===== src/hw/scanline_pkg.sv =====
/* widths, command address map, register indices and types shared by the
   scan-line DDR3 transfer address generator */
package scanline_pkg;

    localparam int ADDRESS_NUMBER    = 15;                 // ddr3 row address bits
    localparam int COLADDR_NUMBER    = 10;                 // ddr3 column address bits
    localparam int NUM_XFER_BITS     = 6;                  // transfer length, 0 stands for 64
    localparam int FRAME_WIDTH_BITS  = 13;                 // widths in 8-bursts
    localparam int FRAME_HEIGHT_BITS = 16;
    localparam int RC_BURST_BITS     = ADDRESS_NUMBER + COLADDR_NUMBER - 3; // {row, col8}
    localparam int PAR_MOD_LATENCY   = 7;                  // cycles until the pipeline settles

    localparam logic [15:0] SCANLINE_ADDR = 16'h120;      // command block base
    localparam logic [15:0] SCANLINE_MASK = 16'h3f0;

    typedef logic [RC_BURST_BITS-1:0]     row_col_t;      // burst address {row, col8}
    typedef logic [FRAME_WIDTH_BITS-1:0]  frame_x_t;
    typedef logic [FRAME_HEIGHT_BITS-1:0] frame_y_t;
    typedef logic [FRAME_WIDTH_BITS:0]    width_t;        // msb set when programmed as 0
    typedef logic [FRAME_HEIGHT_BITS:0]   height_t;
    typedef logic [NUM_XFER_BITS:0]       xfer_len_t;     // 1..64
    typedef logic [2:0]                   bank_t;
    typedef logic [ADDRESS_NUMBER-1:0]    row_t;
    typedef logic [COLADDR_NUMBER-4:0]    col8_t;         // column in 8-bursts
    typedef logic [31:0]                  cmd_data_t;
    typedef logic [3:0]                   reg_idx_t;

    localparam reg_idx_t REG_MODE         = 4'h0;         // {extra_pages, wr_mode, en, !rst}
    localparam reg_idx_t REG_START_ADDR   = 4'h2;
    localparam reg_idx_t REG_FULL_WIDTH   = 4'h3;         // line pitch per 8 lines
    localparam reg_idx_t REG_WINDOW_WH    = 4'h4;
    localparam reg_idx_t REG_WINDOW_X0Y0  = 4'h5;
    localparam reg_idx_t REG_WINDOW_START = 4'h6;

    typedef enum logic [2:0] {IDLE, ADDR_HI, DATA0, DATA1, DATA2, DATA3} cmd_state_t;

endpackage


===== src/hw/scanline_cfg_if.sv =====
/* programmed window configuration, driven by the register block and read by
   the address pipeline and the transfer controller */
interface scanline_cfg_if;
    import scanline_pkg::*;

    row_col_t   start_addr;      // frame origin, bank 0
    width_t     full_width;      // row/col step per 8 lines
    width_t     window_width;
    height_t    window_height;
    frame_x_t   window_x0;
    frame_y_t   window_y0;
    frame_x_t   start_x;         // first transfer, window relative
    frame_y_t   start_y;
    logic       chn_en;          // new requests allowed
    logic       chn_rst;         // channel held in reset
    logic       wr_mode;         // 1 writes to memory
    logic [1:0] extra_pages;     // pages the client needs beyond one
    logic       param_write;     // pulse on any register write

    modport regs (output start_addr, full_width, window_width, window_height, window_x0,
                  window_y0, start_x, start_y, chn_en, chn_rst, wr_mode, extra_pages,
                  param_write);
    modport calc (input start_addr, full_width, window_width, window_height, window_x0,
                  window_y0, start_x, start_y, chn_rst, param_write);
    modport ctrl (input chn_en, chn_rst, wr_mode, extra_pages);

endinterface


===== src/hw/scanline_cmd_deser.sv =====
/* byte-serial command receiver: address low/high then four data bytes,
   emits register index, data and a write pulse on an address match */
module scanline_cmd_deser (
    input  logic                    rst,        // clock
    input  logic                    mclk,       // async reset, active high
    input  logic [7:0]              cmd_ad,
    input  logic                    cmd_stb,    // marks the address low byte
    output scanline_pkg::reg_idx_t  reg_idx,
    output scanline_pkg::cmd_data_t cmd_data,
    output logic                    cmd_we
);
    import scanline_pkg::*;

    cmd_state_t  state;
    logic [15:0] addr_r;                        // {high, low} command address
    logic        addr_hit;

    assign addr_hit = (addr_r & SCANLINE_MASK) == (SCANLINE_ADDR & SCANLINE_MASK);
    assign reg_idx  = addr_r[3:0];              // register inside the block

    always_ff @(posedge rst or posedge mclk) begin
        if (mclk) begin
            state  <= IDLE;
            cmd_we <= 1'b0;
        end else begin
            cmd_we <= (state == DATA3) && addr_hit;    // data complete on the next cycle
            unique case (state)
                IDLE:    state <= cmd_stb ? ADDR_HI : IDLE;
                ADDR_HI: state <= DATA0;
                DATA0:   state <= DATA1;
                DATA1:   state <= DATA2;
                DATA2:   state <= DATA3;
                default: state <= IDLE;
            endcase
        end
    end

    // shift in from the top, so the first byte ends up least significant
    always_ff @(posedge rst) begin
        if ((state == IDLE && cmd_stb) || state == ADDR_HI)
            addr_r <= {cmd_ad, addr_r[15:8]};
        if (state inside {DATA0, DATA1, DATA2, DATA3})
            cmd_data <= {cmd_ad, cmd_data[31:8]};      // four shifts per command
    end

endmodule


===== src/hw/scanline_regs.sv =====
/* programmed parameter registers; zero widths and heights decode to the
   maximum, the mode register yields enable, reset, direction and extra pages */
module scanline_regs (
    input  logic                    rst,        // clock
    input  logic                    mclk,       // async reset
    input  scanline_pkg::reg_idx_t  reg_idx,
    input  scanline_pkg::cmd_data_t cmd_data,
    input  logic                    cmd_we,
    scanline_cfg_if.regs            cfg
);
    import scanline_pkg::*;

    logic [4:0] mode_reg;                       // clears to disabled, in reset
    logic       lo_zero;                        // width field is 0, means maximum
    logic       hi_zero;                        // height field is 0

    assign lo_zero = ~|cmd_data[FRAME_WIDTH_BITS-1:0];
    assign hi_zero = ~|cmd_data[FRAME_HEIGHT_BITS+15:16];

    always_ff @(posedge rst or posedge mclk) begin
        if (mclk) begin
            mode_reg          <= '0;
            cfg.start_addr    <= '0;
            cfg.full_width    <= '0;
            cfg.window_width  <= '0;
            cfg.window_height <= '0;
            cfg.window_x0     <= '0;
            cfg.window_y0     <= '0;
            cfg.start_x       <= '0;
            cfg.start_y       <= '0;
        end else if (cmd_we) begin
            case (reg_idx)
                REG_MODE:       mode_reg       <= cmd_data[4:0];
                REG_START_ADDR: cfg.start_addr <= cmd_data[RC_BURST_BITS-1:0];
                REG_FULL_WIDTH: cfg.full_width <= {lo_zero, cmd_data[FRAME_WIDTH_BITS-1:0]};
                REG_WINDOW_WH: begin
                    cfg.window_width  <= {lo_zero, cmd_data[FRAME_WIDTH_BITS-1:0]};
                    cfg.window_height <= {hi_zero, cmd_data[FRAME_HEIGHT_BITS+15:16]};
                end
                REG_WINDOW_X0Y0: begin
                    cfg.window_x0 <= cmd_data[FRAME_WIDTH_BITS-1:0];
                    cfg.window_y0 <= cmd_data[FRAME_HEIGHT_BITS+15:16];
                end
                REG_WINDOW_START: begin
                    cfg.start_x <= cmd_data[FRAME_WIDTH_BITS-1:0];
                    cfg.start_y <= cmd_data[FRAME_HEIGHT_BITS+15:16];
                end
                default: ;                      // unused indices are ignored
            endcase
        end
    end

    assign cfg.chn_en      = &mode_reg[1:0];    // out of reset and enabled
    assign cfg.chn_rst     = ~mode_reg[0];
    assign cfg.wr_mode     = mode_reg[2];
    assign cfg.extra_pages = mode_reg[4:3];
    assign cfg.param_write = cmd_we;            // any write invalidates the pipeline

endmodule


===== src/hw/scanline_addr_calc.sv =====
/* window position tracking and the registered pipeline that turns it into
   bank, row, column and transfer length, with a settle counter for validity */
module scanline_addr_calc (
    input  logic                                   rst,          // clock
    input  logic                                   mclk,         // async reset
    scanline_cfg_if.calc                           cfg,
    input  logic                                   frame_start,
    input  logic                                   xfer_start,
    output logic                                   calc_valid,
    output logic                                   last_in_row,
    output logic                                   last_block,
    input  logic                                   busy,
    output scanline_pkg::bank_t                    xfer_bank,
    output scanline_pkg::row_t                     xfer_row,
    output scanline_pkg::col8_t                    xfer_col,
    output logic [scanline_pkg::NUM_XFER_BITS-1:0] xfer_num128
);
    import scanline_pkg::*;

    frame_x_t                   curr_x;         // window relative start of next transfer
    frame_y_t                   curr_y;
    height_t                    next_y;
    frame_x_t                   frame_x;        // frame relative
    frame_y_t                   frame_y;
    width_t                     row_left;       // 8-bursts to the window right edge
    logic [COLADDR_NUMBER-3:0]  mem_page_left;  // 8-bursts to the ddr3 page end, 1..128
    xfer_len_t                  lim_by_xfer;    // row_left capped at 64
    xfer_len_t                  xfer_len;
    logic [FRAME_HEIGHT_BITS-4:0] frame_y8;     // line with the bank bits removed
    logic [FRAME_HEIGHT_BITS+FRAME_WIDTH_BITS-3:0] mul_full;
    row_col_t                   mul_rslt;
    row_col_t                   line_start;
    row_col_t                   row_col;
    logic [PAR_MOD_LATENCY-1:0] par_mod;        // fills with ones after a change
    logic                       last_in_row_w;
    logic                       last_row_w;

    assign mul_full      = frame_y8 * cfg.full_width;
    assign last_in_row_w = row_left == {{(FRAME_WIDTH_BITS-NUM_XFER_BITS){1'b0}}, xfer_len};
    assign last_row_w    = next_y == cfg.window_height;
    assign calc_valid    = par_mod[PAR_MOD_LATENCY-1];
    assign xfer_row      = row_col[RC_BURST_BITS-1:COLADDR_NUMBER-3];
    assign xfer_col      = row_col[COLADDR_NUMBER-4:0];
    assign xfer_num128   = xfer_len[NUM_XFER_BITS-1:0];   // 64 goes out as 0

    always_ff @(posedge rst) begin
        frame_x       <= curr_x + cfg.window_x0;
        frame_y       <= curr_y + cfg.window_y0;
        next_y        <= {1'b0, curr_y} + 1'b1;
        row_left      <= cfg.window_width - {1'b0, curr_x};
        mem_page_left <= 8'h80 - {1'b0, frame_x[COLADDR_NUMBER-4:0]};
        lim_by_xfer   <= (|row_left[FRAME_WIDTH_BITS:NUM_XFER_BITS]) ? xfer_len_t'(64)
                                                                    : row_left[NUM_XFER_BITS:0];
        xfer_len      <= (mem_page_left > {1'b0, lim_by_xfer}) ? lim_by_xfer
                                                              : mem_page_left[NUM_XFER_BITS:0];
        last_in_row   <= last_in_row_w;
        frame_y8      <= frame_y[FRAME_HEIGHT_BITS-1:3];
        xfer_bank     <= frame_y[2:0];          // consecutive lines rotate banks
        mul_rslt      <= mul_full[RC_BURST_BITS-1:0];
        line_start    <= cfg.start_addr + mul_rslt;
        row_col       <= line_start + {{(RC_BURST_BITS-FRAME_WIDTH_BITS){1'b0}}, frame_x};
    end

    always_ff @(posedge rst or posedge mclk) begin
        if (mclk) begin
            par_mod    <= '0;
            curr_x     <= '0;
            curr_y     <= '0;
            last_block <= 1'b0;
        end else begin
            // frame_start reloads the position, so it restarts the pipeline too
            if (cfg.param_write || xfer_start || cfg.chn_rst || frame_start)
                par_mod <= '0;
            else
                par_mod <= {par_mod[PAR_MOD_LATENCY-2:0], 1'b1};

            if (cfg.chn_rst || frame_start)
                curr_x <= cfg.start_x;
            else if (xfer_start)
                curr_x <= last_in_row ? '0
                    : curr_x + {{(FRAME_WIDTH_BITS-NUM_XFER_BITS-1){1'b0}}, xfer_len};

            if (cfg.chn_rst || frame_start)
                curr_y <= cfg.start_y;
            else if (xfer_start && last_in_row)
                curr_y <= next_y[FRAME_HEIGHT_BITS-1:0];

            if (cfg.chn_rst || !busy)
                last_block <= 1'b0;
            else if (xfer_start && last_row_w && last_in_row)
                last_block <= 1'b1;             // final transfer of the window issued
        end
    end

endmodule


===== src/hw/scanline_xfer_ctrl.sv =====
/* frame busy state, want/need requests to the sequencer, free-page and
   pending-transfer accounting, frame-done and page-reset pulses */
module scanline_xfer_ctrl (
    input  logic         rst,           // clock
    input  logic         mclk,          // async reset
    scanline_cfg_if.ctrl cfg,
    input  logic         frame_start,
    input  logic         next_page,     // client consumed or filled a buffer page
    input  logic         suspend,
    input  logic         xfer_grant,
    input  logic         xfer_done,
    input  logic         calc_valid,
    input  logic         last_block,
    output logic         busy,
    output logic         xfer_start,
    output logic         xfer_want,
    output logic         xfer_need,
    output logic         frame_done,
    output logic         xfer_reset_page
);

    logic [2:0] free_pages;             // buffer pages ready for a transfer, 0..4
    logic [1:0] pending;                // started but not yet done
    logic       pre_want;

    assign pre_want = cfg.chn_en && busy && !xfer_want && !xfer_start && calc_valid
                      && !last_block && !suspend;

    always_ff @(posedge rst or posedge mclk) begin
        if (mclk) begin
            busy            <= 1'b0;
            xfer_start      <= 1'b0;
            xfer_want       <= 1'b0;
            xfer_need       <= 1'b0;
            free_pages      <= '0;
            pending         <= '0;
            frame_done      <= 1'b0;
            xfer_reset_page <= 1'b1;    // mode register comes out of reset disabled
        end else begin
            xfer_start      <= xfer_grant && !cfg.chn_rst;
            xfer_reset_page <= cfg.chn_rst;
            // the finishing transfer is the only one still counted
            frame_done      <= busy && last_block && xfer_done && (pending == 2'd1);

            if (cfg.chn_rst)
                busy <= 1'b0;
            else if (frame_start)
                busy <= 1'b1;
            else if (frame_done)
                busy <= 1'b0;

            if (cfg.chn_rst || xfer_grant)
                xfer_want <= 1'b0;
            else if (pre_want && (free_pages > {1'b0, cfg.extra_pages}))
                xfer_want <= 1'b1;

            if (cfg.chn_rst || xfer_grant)
                xfer_need <= 1'b0;
            else if (pre_want && (free_pages >= 3'd3))
                xfer_need <= 1'b1;      // buffer close to empty/full, urgent

            if (frame_start)
                free_pages <= cfg.wr_mode ? 3'd0 : 3'd4;    // writes wait for client data
            else if (xfer_start && !next_page)
                free_pages <= free_pages - 3'd1;
            else if (!xfer_start && next_page)
                free_pages <= free_pages + 3'd1;

            if (cfg.chn_rst || !busy)
                pending <= '0;
            else if (xfer_start && !xfer_done)
                pending <= pending + 2'd1;
            else if (!xfer_start && xfer_done)
                pending <= pending - 2'd1;
        end
    end

endmodule


===== src/hw/mcntrl_scanline.sv =====
/* scan-line DDR3 transfer address generator for one channel; connects the
   command receiver, registers, address pipeline and transfer controller */
module mcntrl_scanline (
    input  logic                                   rst,          // clock
    input  logic                                   mclk,         // async reset, active high
    input  logic [7:0]                             cmd_ad,
    input  logic                                   cmd_stb,
    input  logic                                   frame_start,
    input  logic                                   next_page,
    input  logic                                   suspend,
    input  logic                                   xfer_grant,
    input  logic                                   xfer_done,
    output logic                                   frame_done,
    output logic                                   xfer_want,
    output logic                                   xfer_need,
    output logic                                   xfer_start,
    output scanline_pkg::bank_t                    xfer_bank,
    output scanline_pkg::row_t                     xfer_row,
    output scanline_pkg::col8_t                    xfer_col,
    output logic [scanline_pkg::NUM_XFER_BITS-1:0] xfer_num128,
    output logic                                   xfer_reset_page
);
    import scanline_pkg::*;

    reg_idx_t  reg_idx;
    cmd_data_t cmd_data;
    logic      cmd_we;
    logic      calc_valid;              // pipeline outputs settled
    logic      last_block;
    logic      busy;

    scanline_cfg_if cfg ();

    scanline_cmd_deser u_cmd_deser (
        .rst      (rst),
        .mclk     (mclk),
        .cmd_ad   (cmd_ad),
        .cmd_stb  (cmd_stb),
        .reg_idx  (reg_idx),
        .cmd_data (cmd_data),
        .cmd_we   (cmd_we)
    );

    scanline_regs u_regs (
        .rst      (rst),
        .mclk     (mclk),
        .reg_idx  (reg_idx),
        .cmd_data (cmd_data),
        .cmd_we   (cmd_we),
        .cfg      (cfg.regs)
    );

    scanline_addr_calc u_addr_calc (
        .rst         (rst),
        .mclk        (mclk),
        .cfg         (cfg.calc),
        .frame_start (frame_start),
        .xfer_start  (xfer_start),
        .calc_valid  (calc_valid),
        .last_in_row (),                // used inside for the x wrap only
        .last_block  (last_block),
        .busy        (busy),
        .xfer_bank   (xfer_bank),
        .xfer_row    (xfer_row),
        .xfer_col    (xfer_col),
        .xfer_num128 (xfer_num128)
    );

    scanline_xfer_ctrl u_xfer_ctrl (
        .rst             (rst),
        .mclk            (mclk),
        .cfg             (cfg.ctrl),
        .frame_start     (frame_start),
        .next_page       (next_page),
        .suspend         (suspend),
        .xfer_grant      (xfer_grant),
        .xfer_done       (xfer_done),
        .calc_valid      (calc_valid),
        .last_block      (last_block),
        .busy            (busy),
        .xfer_start      (xfer_start),
        .xfer_want       (xfer_want),
        .xfer_need       (xfer_need),
        .frame_done      (frame_done),
        .xfer_reset_page (xfer_reset_page)
    );

endmodule


===== config.mk =====
export PLATFORM = sky130hd
export DESIGN_NAME = mcntrl_scanline
export DESIGN_NICKNAME = d
export VERILOG_FILES = /design/src/hw/scanline_pkg.sv /design/src/hw/scanline_cfg_if.sv /design/src/hw/scanline_cmd_deser.sv /design/src/hw/scanline_regs.sv /design/src/hw/scanline_addr_calc.sv /design/src/hw/scanline_xfer_ctrl.sv /design/src/hw/mcntrl_scanline.sv
export SDC_FILE = /design/constraint.sdc
export NUM_CORES = 1
export LEC_CHECK = 0
export BUFFER_PORTS_ARGS = -buffer_cell sky130_fd_sc_hd__buf_2
export CAP_MARGIN = 20
export CORE_MARGIN = 2
export CORE_UTILIZATION = 50
export DETAILED_ROUTE_END_ITERATION = 16
export GPL_TIMING_DRIVEN = 0
export PLACE_DENSITY = 0.69
export RECOVER_POWER = 50
export SLEW_MARGIN = 20
export SYNTH_ARGS = -nofsm -noshare
export SYNTH_HDL_FRONTEND = slang
export SYNTH_HIERARCHICAL = 1
export SYNTH_SLANG_ARGS = --single-unit

===== constraint.sdc =====
create_clock -name rst -period 10.4 [get_ports rst]
set_input_delay 1.04 -clock rst [delete_from_list [all_inputs] [get_ports rst]]
set_output_delay 1.04 -clock rst [all_outputs]
set_load 0.05 [all_outputs]

# After elaboration in Yosys (flattened, before gate mapping)
# Index checks and enable logic that the tools add are counted.
[totals] word_cells=152 memories=0 latch_bits=0 reg_bits=395 ram_bits=0 mem_bits_ro=0 inputBits=16
[classes] multipliers=1 n_shift=0 addsub=12 n_div=0 n_eq_ne=15 n_mux=25 n_bitwise=1 n_reduce_logical=57 n_lt_le_gt_ge=3
[ops] op="$mux 13" count=3
[ops] op="$mux 16" count=2
[ops] op="$add 22x13->22" count=1
[ops] op="$add 22x22->22" count=1
[ops] op="$mul 13x14->22" count=1
[ops] op="$logic_and 1x1->1" count=21
[ops] op="$add 16x1->17 const B" count=1
[ops] op="$eq 17x17->1" count=1
[ops] op="$add 16x16->16" count=1
[ops] op="$reduce_or 16->1" count=1
[ops] op="$pmux 3 s5" count=1
[ops] op="$eq 14x7->1" count=1
[ops] op="$mux 7" count=2
[ops] op="$reduce_and 2->1" count=7
[ops] op="$sub 14x13->14" count=1
[ops] op="$add 13x13->13" count=1
[ops] op="$add 13x7->13" count=1
[ops] op="$reduce_or 13->1" count=1
[ops] op="$eq 4x3->1 const B" count=3
[ops] op="$mux 3" count=4
[ops] op="$mux 1" count=10
[ops] op="$reduce_bool 2->1" count=5
[ops] op="$logic_not 1->1" count=9
[ops] op="$eq 4x2->1 const B" count=2
[ops] op="other kinds (22)" count=33

# Longest topological paths before layout
[logic_depth] word_depth=10 mapped_depth=20 depth_no_buf=19

# Hierarchy
# Netlist, hierarchy kept.
[modules_own_cells] module="scanline_addr_calc" seq_area_each_um2=4229.1 cells_per_inst=1688 area_per_inst_um2=15462.3 instances=1
[modules_own_cells] module="scanline_regs" seq_area_each_um2=3253.1 cells_per_inst=301 area_per_inst_um2=4993.5 instances=1
[modules_own_cells] module="scanline_cmd_deser" seq_area_each_um2=1541.5 cells_per_inst=73 area_per_inst_um2=1679.1 instances=1
[modules_own_cells] module="scanline_xfer_ctrl" seq_area_each_um2=276.5 cells_per_inst=56 area_per_inst_um2=591.8 instances=1

# Worst setup path after synthesis
# No wires, ideal clock.
[synth_timing] path_kind="flip-flop to flip-flop" start="reg u_regs.cfg.full_width[5]" end="reg u_addr_calc.mul_rslt[21]" n_path_buf=1 slack_ns=5.357 t_arrival_ns=4.971 stages_incl_launch_ff=20 synth_period_minus_slack_ns=5.043 t_required_ns=10.328 setup_time_ns=0.072 cell_sequence="dfrtp_1 > clkbuf_1 > and2_1 > fa_1 > inv_1 > fa_1 > inv_1 > fa_1 > fa_1 > inv_1 > fa_1 > inv_1 > ha_1 > a21o_1 > a21oi_1 > nand2_1 > a311oi_1 > o21ai_0 > a21oi_1 > xnor2_1"
[synth_via] elab_chain_len=1
[synth_lines] element="start, declared" line_no="scanline_cfg_if.sv:20" rtl="modport regs (output start_addr, full_width, window_width, window_height, window_x0,"
[synth_lines] element="start signal, assigned" line_no="scanline_regs.sv:35" rtl="REG_FULL_WIDTH: cfg.full_width <= {lo_zero, cmd_data[FRAME_WIDTH_BITS-1:0]};"
[synth_lines] element="$mul 13x14->22" line_no="scanline_addr_calc.sv:38" rtl="assign mul_full = frame_y8 * cfg.full_width;"
[synth_lines] element="net u_addr_calc.mul_full[21]" line_no="scanline_addr_calc.sv:30" rtl="logic [FRAME_HEIGHT_BITS+FRAME_WIDTH_BITS-3:0] mul_full;"
[synth_lines] element="end signal, assigned" line_no="scanline_addr_calc.sv:59" rtl="mul_rslt <= mul_full[RC_BURST_BITS-1:0];"
[synth_lines] element="end, declared" line_no="scanline_addr_calc.sv:31" rtl="row_col_t mul_rslt;"
# The timed path passes the listed nets, and every way through them passes these cells.
# A chain may end at the register's enable or synchronous reset.

==> flow_summary.toml <==
[power_and_ir_drop]
pwr_density_cell_nw_per_um2 = 152
leakage_nw = 12.0
worst_ir_drop_vdd_v = 0.000191

[synthesis]
yosys_warnings = 6
yosys.area_share.xor_xnor_pct = 5.28
synth_top_flop_cell = "sky130_fd_sc_hd__dfrtp_1"
synth-seq-cells = 395
seq_total_area_yosys_pct = 40.9
ys_async_sr_fraction_pct = 46.1
area_fraction_in_compound_gates_after_synthesis_pct = 8.11
synth_nets = 2409
avgSynthCellArea_sq_um = 10.7
post_synth_adder_cell_area_pct = 19.5
synthMuxAreaShare_pct = 7.70
count_of_flip_flops_with_a_built_in_enable_after_synthesis = 48
synthesis.instances = 2118
synth_cell_types = 87
post_synth_instance_area_sq_um = 22700
synth-simple-area-share_pct = 12.7
synth_top_family_by_area = "adder cells"

[clock_tree]
ctsResizeCount = 0
cts-htree-levels = 2
cts_setup_buffers = 0
clock_tree.root_cell = "sky130_fd_sc_hd__clkbuf_16"
tritoncts = "done"
clock-sinks = 395
cts.path.max_buffers = 3
clkLatencyLatePin_ns = 0.55
number_of_buffers_added_by_the_clock_tree_synthesis_step = 42
ctsHoldBuffers = 0
worst_setup_hold_path_clk_slew_ns = 0.06

[worst_hold_path]
holdPathStages = 0
hold_path.class = "reg -> reg"

[timing]
rsz0062_at_grt = "no"
fmax_ghz = 0.158
finalWorstPathRequiredPeriod_ns = 6.32
setup-tns-final_ns = 0
period_utilization_post_route_pct = 60.8
hold_violations = 0
fin_ws_ns = 4.08
maxSlewViolCount = 160
slew_headroom_pct = -218
tightestPinTransition_ns = 4.77
fin_skew_ns = 0.0180
setup-violations-final = 0

[critical_path]
timing.critical_path.required_ns = 9.91
critical_path.max_fanout = 86
classification_of_the_worst_setup_path = "in -> async"
worst_case_reg_to_reg_path_depth = 18
register_to_register_setup_slack_ns = 4.49
cp-end-kind = "asynchronous set/reset pin"
critical_path.startpoint_type = "input pin"
timing.critical_path.arrival_ns = 5.83

[global_route]
globalRouteTotalUtil_pct = 21.5
maximum_number_of_pins_on_one_net_before_global_route_repair = 87
first_pass_grt_wire_length_um = 81000
antenna_violations_before_repair = 0
grt_pass1_vias = 15600
globalRoute.totalOverflow = 0

[placed_design]
place.gp.congestion = 0.894
post_placement_cell_count = 2773
hpwlAfterDp_um = 37400
count_of_port_buffers_added_during_placement = 51
placement.setup.worst_slack_ns = 4.56

[final_layout]
final_common_cell = "sky130_fd_sc_hd__inv_1"
finalCoreUtilization_pct = 55.8
layout_overhead_on_the_synthesized_area_pct = 10.8
nets = 2508
most_frequent_cells_in_the_layout = "sky130_fd_sc_hd__inv_1, sky130_fd_sc_hd__dfrtp_1, sky130_fd_sc_hd__dfxtp_1"
top_register = "u_cmd_deser/cmd_data"
drive_above_1_share_pct = 12.3
largest_reg_flops = 32
instances_no_fill = 2850

[die]
die_h_um = 217
die_area_sq_um = 47200
initial_utilization_pct = 50.4
core_sq_um = 45100
num_rows = 78
chipWidth_um = 217
num_io_pins = 52

[routing]
antenna_left = 0
drcViolationCount = 0
routed-via-count = 15400
drt_iter0_markers = 1044
wire_per_inst_um = 17.4
drt_pass1_iterations = 6
avgViaCountPerCell = 5.39
wirelength_um = 49700

[status]
outcome = "finished with violations"
violations = "capacitance limit, slew limit"

[run]
cap_violations = 3
power by group:
part           switching, mW  internal, mW
Clock                  0.612         0.926
Combinational          0.209         0.124
Sequential             0.222          1.74
Total                   1.04          2.79
layout make-up:
cell class | instances | area [sq um]
fill | 3917 | 19900
multi-input combinational | 1397 | 12100
sequential | 395 | 9300
clock buffer | 62 | 1240
inverter | 255 | 958
tap | 600 | 751
buffer | 71 | 355
timing repair buffer | 55 | 284
clock inverter | 14 | 185
antenna | 1 | 2.50
stage by stage:
stage	hold WS [ns]	instance area, sq um	power [mW]
finish	0.325	25200	3.83
global route	0.329	25200	3.96
CTS	0.328	25300	3.87
detailed placement	0.313	23800	2.33
global placement	0.310	23700	2.30
floorplan	0.310	22700	2.09
critical path, stage by stage:
cell,delay [ns]
sky130_fd_sc_hd__clkbuf_1,0.12
sky130_fd_sc_hd__clkinvlp_2,1.18
sky130_fd_sc_hd__clkbuf_1,3.40
logic make-up after synthesis:
kind of cell | Yosys count
AO/OA/AOI/OAI | 279
XOR/XNOR | 137
adder cells (fa/ha/maj) | 275
buffers and inverters | 326
flip-flops | 395
multiplexers | 158
AND/OR/NAND/NOR | 548
metal layers:
metal  GRT usage (%)  share of wire, %  vias to the layer above
met5               0                 0                        -
met4            7.76               3.3                        0
met3            3.24               4.8                       98
met2            35.9                48                      375
met1            28.6                44                     7589
li1                -                 -                     7309
cell usage after synthesis, types with 10 or more instances:
cell type | count | area [sq um]
sky130_fd_sc_hd__o21a_1 | 18 | 135
sky130_fd_sc_hd__or3_1 | 10 | 62.6
sky130_fd_sc_hd__a211oi_1 | 10 | 75.1
sky130_fd_sc_hd__inv_1 | 254 | 953
sky130_fd_sc_hd__nor3_1 | 36 | 180
sky130_fd_sc_hd__xor2_1 | 26 | 228
sky130_fd_sc_hd__edfxtp_1 | 48 | 1440
sky130_fd_sc_hd__mux2_2 | 113 | 1270
sky130_fd_sc_hd__nor2b_1 | 21 | 131
sky130_fd_sc_hd__ha_1 | 144 | 1800
sky130_fd_sc_hd__fa_1 | 131 | 2620
sky130_fd_sc_hd__buf_2 | 12 | 60.1
sky130_fd_sc_hd__a21oi_1 | 69 | 345
sky130_fd_sc_hd__xnor2_1 | 111 | 972
sky130_fd_sc_hd__and3_1 | 13 | 81.3
sky130_fd_sc_hd__and2_1 | 111 | 694
sky130_fd_sc_hd__clkbuf_1 | 39 | 146
sky130_fd_sc_hd__nand2b_1 | 19 | 119
sky130_fd_sc_hd__dfxtp_1 | 165 | 3300
sky130_fd_sc_hd__a31oi_1 | 10 | 62.6
sky130_fd_sc_hd__mux2i_1 | 23 | 230
sky130_fd_sc_hd__o21ai_0 | 67 | 335
sky130_fd_sc_hd__nor2_1 | 88 | 330
sky130_fd_sc_hd__mux2_1 | 22 | 248
sky130_fd_sc_hd__o21ai_1 | 10 | 50.1
sky130_fd_sc_hd__buf_4 | 15 | 113
sky130_fd_sc_hd__nand2_1 | 142 | 533
sky130_fd_sc_hd__nand4_1 | 28 | 175
sky130_fd_sc_hd__dfrtp_1 | 181 | 4530
sky130_fd_sc_hd__nand3_1 | 26 | 130
sky130_fd_sc_hd__a21o_1 | 19 | 143
sky130_fd_sc_hd__nor4_1 | 16 | 100
final timing paths:
| path | from | endpoint |
|---|---|---|
| max reg2reg | u_addr_calc/frame_y8[6]$_DFF_P_ | u_addr_calc/mul_rslt[21]$_DFF_P_ |
| max in group rst | u_addr_calc/frame_y8[6]$_DFF_P_ | u_addr_calc/mul_rslt[21]$_DFF_P_ |
| max | mclk | u_regs/cfg.window_y0[7]$_DFFE_PP0P_ |
| min | u_addr_calc/frame_y[9]$_DFF_P_ | u_addr_calc/frame_y8[6]$_DFF_P_ |
| min reg2reg | u_addr_calc/frame_y[9]$_DFF_P_ | u_addr_calc/frame_y8[6]$_DFF_P_ |
| min in group asynchronous | mclk | u_cmd_deser/state[2]$_DFF_PP0_ |
(Power assumes the default switching activity.)
